===== config.mk =====
export PLATFORM = sky130hd
export DESIGN_NAME = mini_uart
export DESIGN_NICKNAME = d
export VERILOG_FILES = /design/src/hw/uart_pkg.sv /design/src/hw/mini_uart.sv /design/src/hw/uart_baud_gen.sv /design/src/hw/uart_regs.sv /design/src/hw/uart_rx.sv /design/src/hw/uart_tx.sv
export VERILOG_INCLUDE_DIRS = /design/src /design/src/hw
export SDC_FILE = /design/constraint.sdc
export NUM_CORES = 1
export LEC_CHECK = 0
export BUFFER_PORTS_ARGS = -buffer_cell sky130_fd_sc_hd__buf_2
export CELL_PAD_IN_SITES_DETAIL_PLACEMENT = 1
export CELL_PAD_IN_SITES_GLOBAL_PLACEMENT = 2
export CORE_UTILIZATION = 42
export CTS_CLUSTER_DIAMETER = 120
export DETAILED_ROUTE_END_ITERATION = 10
export PLACE_DENSITY_LB_ADDON = 0.3
export SYNTH_ARGS = -nofsm -noshare
export SYNTH_HDL_FRONTEND = slang
export SYNTH_SLANG_ARGS = --single-unit

===== constraint.sdc =====
create_clock -name CLK_I -period 5.1 [get_ports CLK_I]
set_input_delay 0.51 -clock CLK_I [delete_from_list [all_inputs] [get_ports CLK_I]]
set_output_delay 0.51 -clock CLK_I [all_outputs]
set_load 0.005 [all_outputs]

===== src/hw/uart_consts.svh =====
`ifndef UART_CONSTS_SVH
`define UART_CONSTS_SVH

////////////////////////////////////////////////////////////
// register map, word offsets on ADD_I[4:2]
////////////////////////////////////////////////////////////

`define OFF_UART_DATA 3'd0   // tx write / rx read
`define OFF_UART_LSR 3'd1    // line status, read only
`define OFF_UART_DIVR 3'd2   // rx sample divisor
`define OFF_UART_DIVT 3'd3   // tx bit divisor

// line status bit positions
`define UART_LSR_RX_READY 0
`define UART_LSR_TX_IDLE 5

////////////////////////////////////////////////////////////
// timing
////////////////////////////////////////////////////////////

`define UART_RX_OVERSAMPLE 8   // rx ticks per bit, power of two
`define UART_CLK_HZ 50000000   // 50 MHz core clock

// cycles per bit at 9600 baud, tx runs at bit rate
`define BAUD_SND_9600 (`UART_CLK_HZ / 9600)
// rx runs oversampled
`define BAUD_RCV_9600 (`BAUD_SND_9600 / `UART_RX_OVERSAMPLE)

`endif


===== src/hw/uart_pkg.sv =====
package uart_pkg;

    typedef logic [7:0]  byte_t;       // one serial byte
    typedef logic [15:0] divisor_t;    // clocks per tick
    typedef logic [2:0]  reg_addr_t;   // word address, ADD_I[4:2]
    typedef logic [31:0] bus_data_t;   // bus data word

    // transmit FSM
    typedef enum logic [1:0] {
        TX_IDLE,
        TX_START,   // loaded, waiting for tick to drop the line
        TX_DATA,    // data bits, then the stop bit
        TX_STOP     // holding stop for one full period
    } tx_state_e;

    // receive FSM
    typedef enum logic [1:0] {
        RX_IDLE,
        RX_START,   // low seen, confirming at half bit
        RX_DATA,
        RX_STOP
    } rx_state_e;

endpackage


===== src/hw/mini_uart.sv =====
`timescale 1ns/1ps

module mini_uart
    import uart_pkg::*;
(
    input  logic      CLK_I,
    input  logic      RST_I,
    input  reg_addr_t ADD_I,    // word address
    input  bus_data_t DAT_I,
    output bus_data_t DAT_O,
    input  logic      STB_I,
    input  logic      WE_I,
    output logic      ACK_O,
    output logic      IRQ_O,    // byte waiting
    input  logic      rxd,
    output logic      txd
);

    divisor_t divr;
    divisor_t divt;
    byte_t    tx_byte;
    logic     tx_load;
    logic     tx_idle;
    byte_t    rx_byte;
    logic     rx_ready;
    logic     rx_read;
    logic     rx_tick;
    logic     tx_tick;

    ////////////////////////////////////////////////////////////
    // blocks
    ////////////////////////////////////////////////////////////

    uart_regs u_regs (
        .CLK_I    (CLK_I),
        .RST_I    (RST_I),
        .ADD_I    (ADD_I),
        .DAT_I    (DAT_I),
        .STB_I    (STB_I),
        .WE_I     (WE_I),
        .DAT_O    (DAT_O),
        .ACK_O    (ACK_O),
        .divr     (divr),
        .divt     (divt),
        .tx_byte  (tx_byte),
        .tx_load  (tx_load),
        .tx_idle  (tx_idle),
        .rx_read  (rx_read),
        .rx_byte  (rx_byte),
        .rx_ready (rx_ready)
    );

    uart_baud_gen u_baud (
        .CLK_I   (CLK_I),
        .RST_I   (RST_I),
        .divr    (divr),
        .divt    (divt),
        .rx_tick (rx_tick),
        .tx_tick (tx_tick)
    );

    uart_rx u_rx (
        .CLK_I    (CLK_I),
        .RST_I    (RST_I),
        .rxd      (rxd),
        .rx_tick  (rx_tick),
        .rx_read  (rx_read),
        .rx_byte  (rx_byte),
        .rx_ready (rx_ready)
    );

    uart_tx u_tx (
        .CLK_I   (CLK_I),
        .RST_I   (RST_I),
        .tx_byte (tx_byte),
        .tx_load (tx_load),
        .tx_tick (tx_tick),
        .txd     (txd),
        .tx_idle (tx_idle)
    );

    assign IRQ_O = rx_ready;   // level irq until the data read

endmodule


===== src/hw/uart_baud_gen.sv =====
`timescale 1ns/1ps

module uart_baud_gen
    import uart_pkg::*;
(
    input  logic     CLK_I,
    input  logic     RST_I,
    input  divisor_t divr,      // clocks per rx sample tick
    input  divisor_t divt,      // clocks per tx bit tick
    output logic     rx_tick,
    output logic     tx_tick
);

    // channel 0 is rx, channel 1 is tx
    divisor_t div_eff [2];
    divisor_t cnt     [2];
    logic     tick    [2];

    // zero divisor behaves like one, tick every clock
    always_comb begin
        div_eff[0] = (divr == '0) ? divisor_t'(1) : divr;
        div_eff[1] = (divt == '0) ? divisor_t'(1) : divt;
    end

    ////////////////////////////////////////////////////////////
    // down-counters
    ////////////////////////////////////////////////////////////

    // reload at one (or at zero straight out of reset)
    // so the period is exactly div_eff clocks
    always_ff @(posedge CLK_I or posedge RST_I) begin
        if (RST_I) begin
            for (int i = 0; i < 2; i++) begin
                cnt[i]  <= '0;      // first cycle just loads
                tick[i] <= 1'b0;
            end
        end else begin
            for (int i = 0; i < 2; i++) begin
                if (cnt[i] <= divisor_t'(1)) begin
                    cnt[i] <= div_eff[i];   // new divisor picked up here
                end else begin
                    cnt[i] <= cnt[i] - divisor_t'(1);
                end
                tick[i] <= (cnt[i] == divisor_t'(1));   // one-cycle pulse
            end
        end
    end

    assign rx_tick = tick[0];
    assign tx_tick = tick[1];

endmodule


===== src/hw/uart_regs.sv =====
`timescale 1ns/1ps

`include "uart_consts.svh"

module uart_regs
    import uart_pkg::*;
(
    input  logic      CLK_I,
    input  logic      RST_I,
    // bus slave
    input  reg_addr_t ADD_I,
    input  bus_data_t DAT_I,
    input  logic      STB_I,
    input  logic      WE_I,
    output bus_data_t DAT_O,
    output logic      ACK_O,
    // baud generator
    output divisor_t  divr,
    output divisor_t  divt,
    // transmitter
    output byte_t     tx_byte,
    output logic      tx_load,
    input  logic      tx_idle,
    // receiver
    output logic      rx_read,
    input  byte_t     rx_byte,
    input  logic      rx_ready
);

    logic      bus_wr;
    logic      bus_rd;
    logic      sel_data;
    logic      tx_free;    // idle and no load in flight
    bus_data_t lsr;

    ////////////////////////////////////////////////////////////
    // decode
    ////////////////////////////////////////////////////////////

    assign ACK_O    = STB_I;   // zero wait state
    assign bus_wr   = STB_I & WE_I;
    assign bus_rd   = STB_I & ~WE_I;
    assign sel_data = (ADD_I == `OFF_UART_DATA);

    // the load cycle still sees tx_idle high, mask it
    assign tx_free = tx_idle & ~tx_load;

    ////////////////////////////////////////////////////////////
    // writable registers
    ////////////////////////////////////////////////////////////

    always_ff @(posedge CLK_I or posedge RST_I) begin
        if (RST_I) begin
            divr <= divisor_t'(`BAUD_RCV_9600);
            divt <= divisor_t'(`BAUD_SND_9600);
        end else if (bus_wr) begin
            if (ADD_I == `OFF_UART_DIVR) divr <= DAT_I[15:0];
            if (ADD_I == `OFF_UART_DIVT) divt <= DAT_I[15:0];
        end
    end

    // busy writes are dropped, software polls lsr first
    always_ff @(posedge CLK_I) begin
        if (bus_wr && sel_data && tx_free) begin
            tx_byte <= DAT_I[7:0];
        end
    end

    // one cycle after the accepted write
    always_ff @(posedge CLK_I or posedge RST_I) begin
        if (RST_I) begin
            tx_load <= 1'b0;
        end else begin
            tx_load <= bus_wr & sel_data & tx_free;
        end
    end

    // data read acks the received byte, drops irq next cycle
    assign rx_read = bus_rd & sel_data;

    ////////////////////////////////////////////////////////////
    // read path
    ////////////////////////////////////////////////////////////

    always_comb begin
        lsr                     = '0;
        lsr[`UART_LSR_RX_READY] = rx_ready;
        lsr[`UART_LSR_TX_IDLE]  = tx_free;
    end

    always_comb begin
        DAT_O = '0;   // quiet bus outside a strobe
        if (STB_I) begin
            case (ADD_I)
                `OFF_UART_DATA: DAT_O = {24'd0, rx_byte};
                `OFF_UART_LSR:  DAT_O = lsr;
                `OFF_UART_DIVR: DAT_O = {16'd0, divr};
                `OFF_UART_DIVT: DAT_O = {16'd0, divt};
                default:        DAT_O = '0;   // 4..7 unmapped
            endcase
        end
    end

endmodule


===== src/hw/uart_rx.sv =====
`timescale 1ns/1ps

`include "uart_consts.svh"

module uart_rx
    import uart_pkg::*;
(
    input  logic  CLK_I,
    input  logic  RST_I,
    input  logic  rxd,        // async serial in
    input  logic  rx_tick,    // oversample tick
    input  logic  rx_read,    // bus read of data reg
    output byte_t rx_byte,
    output logic  rx_ready
);

    localparam int unsigned OVS   = `UART_RX_OVERSAMPLE;
    localparam int unsigned CNT_W = $clog2(OVS);

    logic             rxd_meta;
    logic             rxd_sync;
    rx_state_e        state;
    logic [CNT_W-1:0] smp_cnt;    // ticks within the current bit
    logic [2:0]       bit_cnt;    // data bit index
    byte_t            shreg;
    logic             half_pt;
    logic             bit_pt;

    ////////////////////////////////////////////////////////////
    // synchronizer
    ////////////////////////////////////////////////////////////

    always_ff @(posedge CLK_I or posedge RST_I) begin
        if (RST_I) begin
            rxd_meta <= 1'b1;   // idle line is high
            rxd_sync <= 1'b1;
        end else begin
            rxd_meta <= rxd;
            rxd_sync <= rxd_meta;
        end
    end

    assign half_pt = (smp_cnt == CNT_W'(OVS / 2 - 1));   // middle of start bit
    assign bit_pt  = (smp_cnt == CNT_W'(OVS - 1));       // one bit later

    ////////////////////////////////////////////////////////////
    // receive FSM
    ////////////////////////////////////////////////////////////

    always_ff @(posedge CLK_I or posedge RST_I) begin
        if (RST_I) begin
            state   <= RX_IDLE;
            smp_cnt <= '0;
            bit_cnt <= '0;
        end else if (rx_tick) begin
            case (state)
                RX_IDLE: begin
                    if (!rxd_sync) begin   // possible start edge
                        state   <= RX_START;
                        smp_cnt <= '0;
                    end
                end
                RX_START: begin
                    if (half_pt) begin
                        smp_cnt <= '0;
                        bit_cnt <= '0;
                        // still low, real start bit, else a glitch
                        state   <= rxd_sync ? RX_IDLE : RX_DATA;
                    end else begin
                        smp_cnt <= smp_cnt + 1'b1;
                    end
                end
                RX_DATA: begin
                    if (bit_pt) begin
                        smp_cnt <= '0;
                        bit_cnt <= bit_cnt + 1'b1;
                        if (bit_cnt == 3'd7) state <= RX_STOP;   // last data bit
                    end else begin
                        smp_cnt <= smp_cnt + 1'b1;
                    end
                end
                RX_STOP: begin
                    if (bit_pt) begin
                        smp_cnt <= '0;
                        state   <= RX_IDLE;   // mid stop bit, line already high
                    end else begin
                        smp_cnt <= smp_cnt + 1'b1;
                    end
                end
                default: state <= RX_IDLE;
            endcase
        end
    end

    // lsb arrives first, shift in from the top
    always_ff @(posedge CLK_I) begin
        if (rx_tick && state == RX_DATA && bit_pt) begin
            shreg <= {rxd_sync, shreg[7:1]};
        end
    end

    // capture at mid stop, a fresh byte wins over a read
    always_ff @(posedge CLK_I or posedge RST_I) begin
        if (RST_I) begin
            rx_byte  <= '0;
            rx_ready <= 1'b0;
        end else if (rx_tick && state == RX_STOP && bit_pt) begin
            rx_byte  <= shreg;    // overwrites an unread byte
            rx_ready <= 1'b1;
        end else if (rx_read) begin
            rx_ready <= 1'b0;
        end
    end

endmodule


===== src/hw/uart_tx.sv =====
`timescale 1ns/1ps

module uart_tx
    import uart_pkg::*;
(
    input  logic  CLK_I,
    input  logic  RST_I,
    input  byte_t tx_byte,
    input  logic  tx_load,    // one-cycle load strobe
    input  logic  tx_tick,    // bit rate tick
    output logic  txd,
    output logic  tx_idle
);

    tx_state_e  state;
    byte_t      shreg;
    logic [3:0] bit_cnt;   // 0..7 data, 8 is the stop bit

    ////////////////////////////////////////////////////////////
    // transmit FSM
    ////////////////////////////////////////////////////////////

    always_ff @(posedge CLK_I or posedge RST_I) begin
        if (RST_I) begin
            state   <= TX_IDLE;
            bit_cnt <= '0;
            txd     <= 1'b1;   // mark level
        end else begin
            case (state)
                TX_IDLE: begin
                    if (tx_load) state <= TX_START;
                end
                TX_START: begin
                    if (tx_tick) begin
                        txd     <= 1'b0;   // start bit
                        bit_cnt <= '0;
                        state   <= TX_DATA;
                    end
                end
                TX_DATA: begin
                    if (tx_tick) begin
                        if (bit_cnt == 4'd8) begin
                            txd   <= 1'b1;   // stop bit
                            state <= TX_STOP;
                        end else begin
                            txd <= shreg[0];   // lsb first
                        end
                        bit_cnt <= bit_cnt + 1'b1;
                    end
                end
                TX_STOP: begin
                    if (tx_tick) state <= TX_IDLE;   // stop bit held a full period
                end
                default: state <= TX_IDLE;
            endcase
        end
    end

    // byte only captured while idle, shifted on each data tick
    always_ff @(posedge CLK_I) begin
        if (state == TX_IDLE && tx_load) begin
            shreg <= tx_byte;
        end else if (state == TX_DATA && tx_tick) begin
            shreg <= {1'b1, shreg[7:1]};
        end
    end

    assign tx_idle = (state == TX_IDLE);

endmodule


Yosys cells after proc, flatten, opt, wreduce, memory -nomap -nowiden:

Index checks and enable logic that the tools add are counted.

* register bits after elaboration: 117
* input bits: 40

* add/sub/neg operators: 5
* order comparisons: 2
* eq/ne operators: 25
* mux-type cells: 37
* bitwise gates (word level): 8
* reduce and logical (&&, ||, !) cells: 25

Operators by type and width (number)
* 16-bit two-way mux: 4
* 16-bit one-hot mux with 4 select lines: 1
* 16-bit by 1-bit == test with 1-bit output, second input constant: 2
* 16-bit by 1-bit less-or-equal comparator with 1-bit output, second input constant: 2
* 16-bit logical NOT: 2
* 32-bit two-way mux: 1
* 16-bit by 1-bit subtractor with 16-bit output, second input constant: 2
* 2-bit two-way mux: 11
* 8-bit two-way mux: 2
* 2-bit one-hot mux with 4 select lines: 2
* 3-bit two-way mux: 5
* 2-bit by 1-bit != test with 1-bit output, second input constant: 6
* 3-bit by 2-bit == test with 1-bit output, second input constant: 3
* 3-bit one-hot mux with 3 select lines: 1
* 2-bit == test, second input constant: 4
* 1-bit logical AND: 8
* 4-bit two-way mux: 2
* 2-bit != test, second input constant: 4
* 4-bit one-hot mux with 2 select lines: 1
* 2-bit nonzero test: 4
* 3-bit by 1-bit adder with 3-bit output, second input constant: 2
* 1-bit AND: 6
* 3-bit == test, second input constant: 2
* 3-bit one-hot mux with 2 select lines: 1
* 15 further kinds: 24

Longest topological paths before layout:

* depth in word-level cells: 5
* depth in mapped cells: 7
* depth with buffers taken out: 7

By module:

A second synthesis with hierarchy kept.

* cells, all modules: 498
* area, all modules: 5931.9 sq um

By module, submodules not included
* uart_regs: instances 1, cells each 154, area each 2079.5 sq um, sequential area each 1078.5 sq um
* uart_baud_gen: instances 1, cells each 200, area each 1889.3 sq um, sequential area each 850.8 sq um
* uart_rx: instances 1, cells each 83, area each 1191.1 sq um, sequential area each 718.2 sq um
* uart_tx: instances 1, cells each 61, area each 772.0 sq um, sequential area each 416.6 sq um

Worst setup path after synthesis:

Ideal clock, no wire load.

* path kind: input to output
* start: input port ADD_I[0]
* end: output port DAT_O[1]
* data arrival time: 1.603 ns
* required time: 4.590 ns
* path slack: 2.987 ns
* cell stages on the path: 5
* path through: buf_2 > buf_1 > nor2_1 > a22oi_1 > nor2_1

* cells in the longest elaborated chain, start to end: 3
* elaborated cells between the ends (all ways): 6
* those cells by class: eq/ne (3); mux (2); reduce/logical (1)

RTL lines
* start: declaration: line mini_uart.sv:8 `input reg_addr_t ADD_I,`
* 3-bit by 2-bit == test with 1-bit output (tied with other cells): line uart_regs.sv:94 `case (ADD_I)`
* 16-bit one-hot mux with 4 select lines *: line uart_regs.sv:94
* 32-bit two-way mux *: line uart_regs.sv:93 `if (STB_I) begin`
* end: declaration: line mini_uart.sv:10 `output bus_data_t DAT_O,`

Mark *: on every way between the ends. The rest lies on a longest branch, timed or not.

Worst setup path in the final report:

* start: register u_baud.cnt[4] in the netlist's numbering
* end: register u_baud.cnt[15] in the netlist's numbering

* cells in the longest elaborated chain, start to end: 2
* elaborated cells between the ends (all ways): 3
* those cells by class: add/sub (1); order compare (1); mux (1)

RTL lines
* start: declaration: line uart_baud_gen.sv:16 `divisor_t cnt [2];`
* start signal: indexed assignment: line uart_baud_gen.sv:40 `cnt[i] <= div_eff[i];`
* start signal: indexed assignment: line uart_baud_gen.sv:42 `cnt[i] <= cnt[i] - divisor_t'(1);`
* 16-bit by 1-bit subtractor with 16-bit output or 16-bit by 1-bit less-or-equal comparator with 1-bit output (tied branches): line uart_baud_gen.sv:42, uart_baud_gen.sv:39
* 16-bit two-way mux *: line uart_baud_gen.sv:39 `if (cnt[i] <= divisor_t'(1)) begin`

Marks and branches as above.
A chain may end at the register's enable or synchronous reset.

==> results.toml <==
[outcome]
outcome = "finished, final reports clean"

[synthesis]
synth-compound-area-share_pct = 6.50
synthMuxAreaShare_pct = 14.1
yosysTopAreaCell = "dfrtp_1"
synthSimpleGateAreaFrac_pct = 12.6
synth_edf_count = 24
synthArstFlopShare_pct = 79.5
yosys_warnings = 0
synth_xor_area_share_pct = 3.98
synth_cells = 489
ys_seq_area_share_pct = 53.6
yosys.cell_types.count = 48
avgSynthCellArea_sq_um = 11.7
synth_fa_ha_area_share_pct = 4.82
synth-seq-cells = 117
syn-cell-area_sq_um = 5720
ys_top_cells_by_area = "dfrtp_1, edfxtp_1, mux2_2, dfstp_2, ha_1"
synth_top_family_by_area = "multiplexers"
synth_top_area_share_pct = 35.0
synth_flop_cell = "dfrtp_1"

[sta]
finalSetupTns_ns = 0
fmax_ghz = 0.349
period_minus_slack_ns = 2.87
tightestPinTransition_ns = 1.04
period_share_pct = 56.2
skew_ns = 0.00611
rsz0062_at_grt = "false"
hold_viol = 0
max_slew_margin_pct = 30.6
setup_violations = 0
slew_violations = 0

[floorplanning]
io_pins = 75
dieArea_sq_um = 14100
core-area_sq_um = 13200
start_util_pct = 43.2
die_h_um = 119
die_x_um = 119
placementRows = 42

[placement]
dp_hpwl_um = 9180
portBuffers = 42
gp_congestion = 0.745

[clock_tree]
cts_tree = "built"
cts_root_buf = "clkbuf_16"
clkTransAtPathRegs_ns = 0.06
clk_latency_ns = 0.42
cts_resized = 0
cts.path.max_buffers = 2
hold_buffers = 0
cts_sinks = 117
h-tree-depth = 4
post_cts_buffers = 0
cts_buffers = 17

[route]
drcViolationCount = 0
num_vias = 3813
drtIter0Drc = 190
firstDrtPassIters = 4
antenna_left = 0
avgViaCountPerCell = 5.23
totalWireLength_um = 13200
post_drt_wl_per_cell_um = 18.1

[power]
powerDensity_nw_per_um2 = 484
vdd_drop_max_uv = 225
power.leakage_nw = 2.86
p_total_mw = 3.21

[cells_and_area]
drive_above_1_share_pct = 28.0
finalCoreUtilization_pct = 50.1
multiInputGateArea_sq_um = 2460
fill_cells = 1434
seqCellArea_sq_um = 3060
syn_to_final_growth_pct = 16.0
nets = 602
diodes = 0

[flow_run]
cap_violations = 0

[grt]
grt_usage_pct = 20.6
gr-total-overflow = 0
grt_first_pass_wirelength_um = 21900
first_global_vias = 4132
grt_max_degree = 63
antenna_found_initial = 0

[worst_setup_path]
worst_r2r_startpoint = "u_baud.cnt[4]"
cp_max_fo = 16
cp.arrival_ns = 3.17
r2r_slack_ns = 2.23
worstSetupStartpointType = "flip-flop"
worstSetupPathType = "flip-flop to flip-flop"
setup.worst_path.end_class = "flip-flop"
r2r_cells = 5
r2r-end = "u_baud.cnt[15]"
required_ns = 5.40

[worst_hold_path]
hold_class = "input port to asynchronous set/reset pin"
layout make-up:
type                            count  share of cell area, %
Sequential cell                   117                   46.2
Inverter                           17                  0.981
Timing Repair Buffer               46                   3.62
Multi-Input combinational cell    341                   37.1
Clock buffer                       17                   6.42
Clock inverter                     15                   2.34
Tap cell                          176                   3.32
worst max-delay path, stage by stage, from the launching register on:
cell and delay [ns]:
dfrtp_1 0.43, nor4_1 0.61, nand4_1 0.23, nor2_1 0.78, buf_4 0.34, mux2_2 0.35
cell families (layout without fill, tap and decap cells):
kind of cell,Yosys count,after routing
mux,71,71
other cells,1,16
compound gates,60,60
buf+inv,46,95
fa+ha+maj,22,22
simple gates,146,146
flops,117,117
xor+xnor,26,26
metal layers:
metal	track usage [%]	up-vias	wire length, um
met1	25.8	1910	6030
met3	4.92	29	446
met4	10.1	0	341
met2	33.3	71	6380
met5	0	-	0
li1	-	1803	-
cells in the mapped netlist (6+ instances only):
cell / count
inv_1: 17
a22oi_1: 6
xor2_1: 9
ha_1: 22
nor3_1: 10
dfstp_2: 13
mux2_2: 56
nand2b_1: 7
dfrtp_1: 80
nor2_1: 46
mux2i_1: 13
edfxtp_1: 24
clkbuf_1: 7
nand2_1: 37
buf_4: 17
a21oi_1: 17
xnor2_1: 17
nand3_1: 10
o21ai_0: 23
nor4_1: 13
per-stage QoR:
stage / cell area, sq um / hold slack [ns] / cells / worst slack, ns
after global routing: 6630 / 0.162 / 729 / 2.09
after global placement: 6050 / 0.348 / 697 / 2.35
after CTS: 6630 / 0.140 / 729 / 2.24
after floorplan: 5770 / 0.345 / 504 / 2.19
after detailed placement: 6050 / 0.350 / 697 / 2.26
final: 6630 / 0.127 / 729 / 2.23
worst max-delay path by stage:
stage,startpoint,to,slack (ns),cells past startpoint
3_3_place_gp,u_baud.cnt[4],u_baud.cnt[15],2.35,5
4_1_cts,u_baud.cnt[4],u_baud.cnt[15],2.24,5
3_5_place_dp,u_baud.cnt[4],u_baud.cnt[15],2.26,5
5_1_grt,u_baud.cnt[4],u_baud.cnt[15],2.09,5
6_report,u_baud.cnt[4],u_baud.cnt[15],2.23,5
2_1_floorplan,RST_I,asynchronous set/reset pin,2.19,1
report_power, final:
| part | switching (mW) | internal [mW] |
|---|---|---|
| clock network | 0.453 | 0.719 |
| registers | 0.241 | 1.17 |
| logic | 0.307 | 0.318 |
| total | 1.00 | 2.21 |
sequential cells by signal (all words and copies together), names as in the netlist, named ones only:
| register | count |
|---|---|
| u_baud.cnt | 32 |
| u_baud.rx_tick | 1 |
| u_baud.tx_tick | 1 |
| u_regs.divr | 16 |
| u_regs.divt | 16 |
| u_regs.tx_byte | 8 |
| u_regs.tx_load | 1 |
| u_rx.bit_cnt | 3 |
| u_rx.rx_byte | 8 |
| u_rx.rx_ready | 1 |
| u_rx.rxd_meta | 1 |
| u_rx.rxd_sync | 1 |
| u_rx.shreg | 8 |
| u_rx.smp_cnt | 3 |
| u_rx.state | 1 |
| u_tx.bit_cnt | 4 |
| u_tx.shreg | 8 |
| u_tx.state | 2 |
| u_tx.txd | 1 |
layout by cell type, fill, tap and decap left out, types with 4 or more instances in the layout:
| cell type | synthesis | final |
|---|---|---|
| dfrtp_1 | 80 | 80 |
| mux2_2 | 56 | 56 |
| nor2_1 | 46 | 46 |
| buf_2 | 3 | 42 |
| nand2_1 | 37 | 37 |
| edfxtp_1 | 24 | 24 |
| o21ai_0 | 23 | 23 |
| ha_1 | 22 | 22 |
| a21oi_1 | 17 | 17 |
| xnor2_1 | 17 | 17 |
| clkbuf_16 | 0 | 17 |
| inv_1 | 17 | 16 |
| conb_1 | 1 | 16 |
| mux2i_1 | 13 | 13 |
| nor4_1 | 13 | 13 |
| dfstp_2 | 13 | 13 |
| nand3_1 | 10 | 10 |
| nor3_1 | 10 | 10 |
| xor2_1 | 9 | 9 |
| nand2b_1 | 7 | 7 |
| a22oi_1 | 6 | 6 |
| clkinvlp_4 | 0 | 5 |
| buf_4 | 17 | 4 |
No activity file was read; power rests on OpenSTA's default activity.
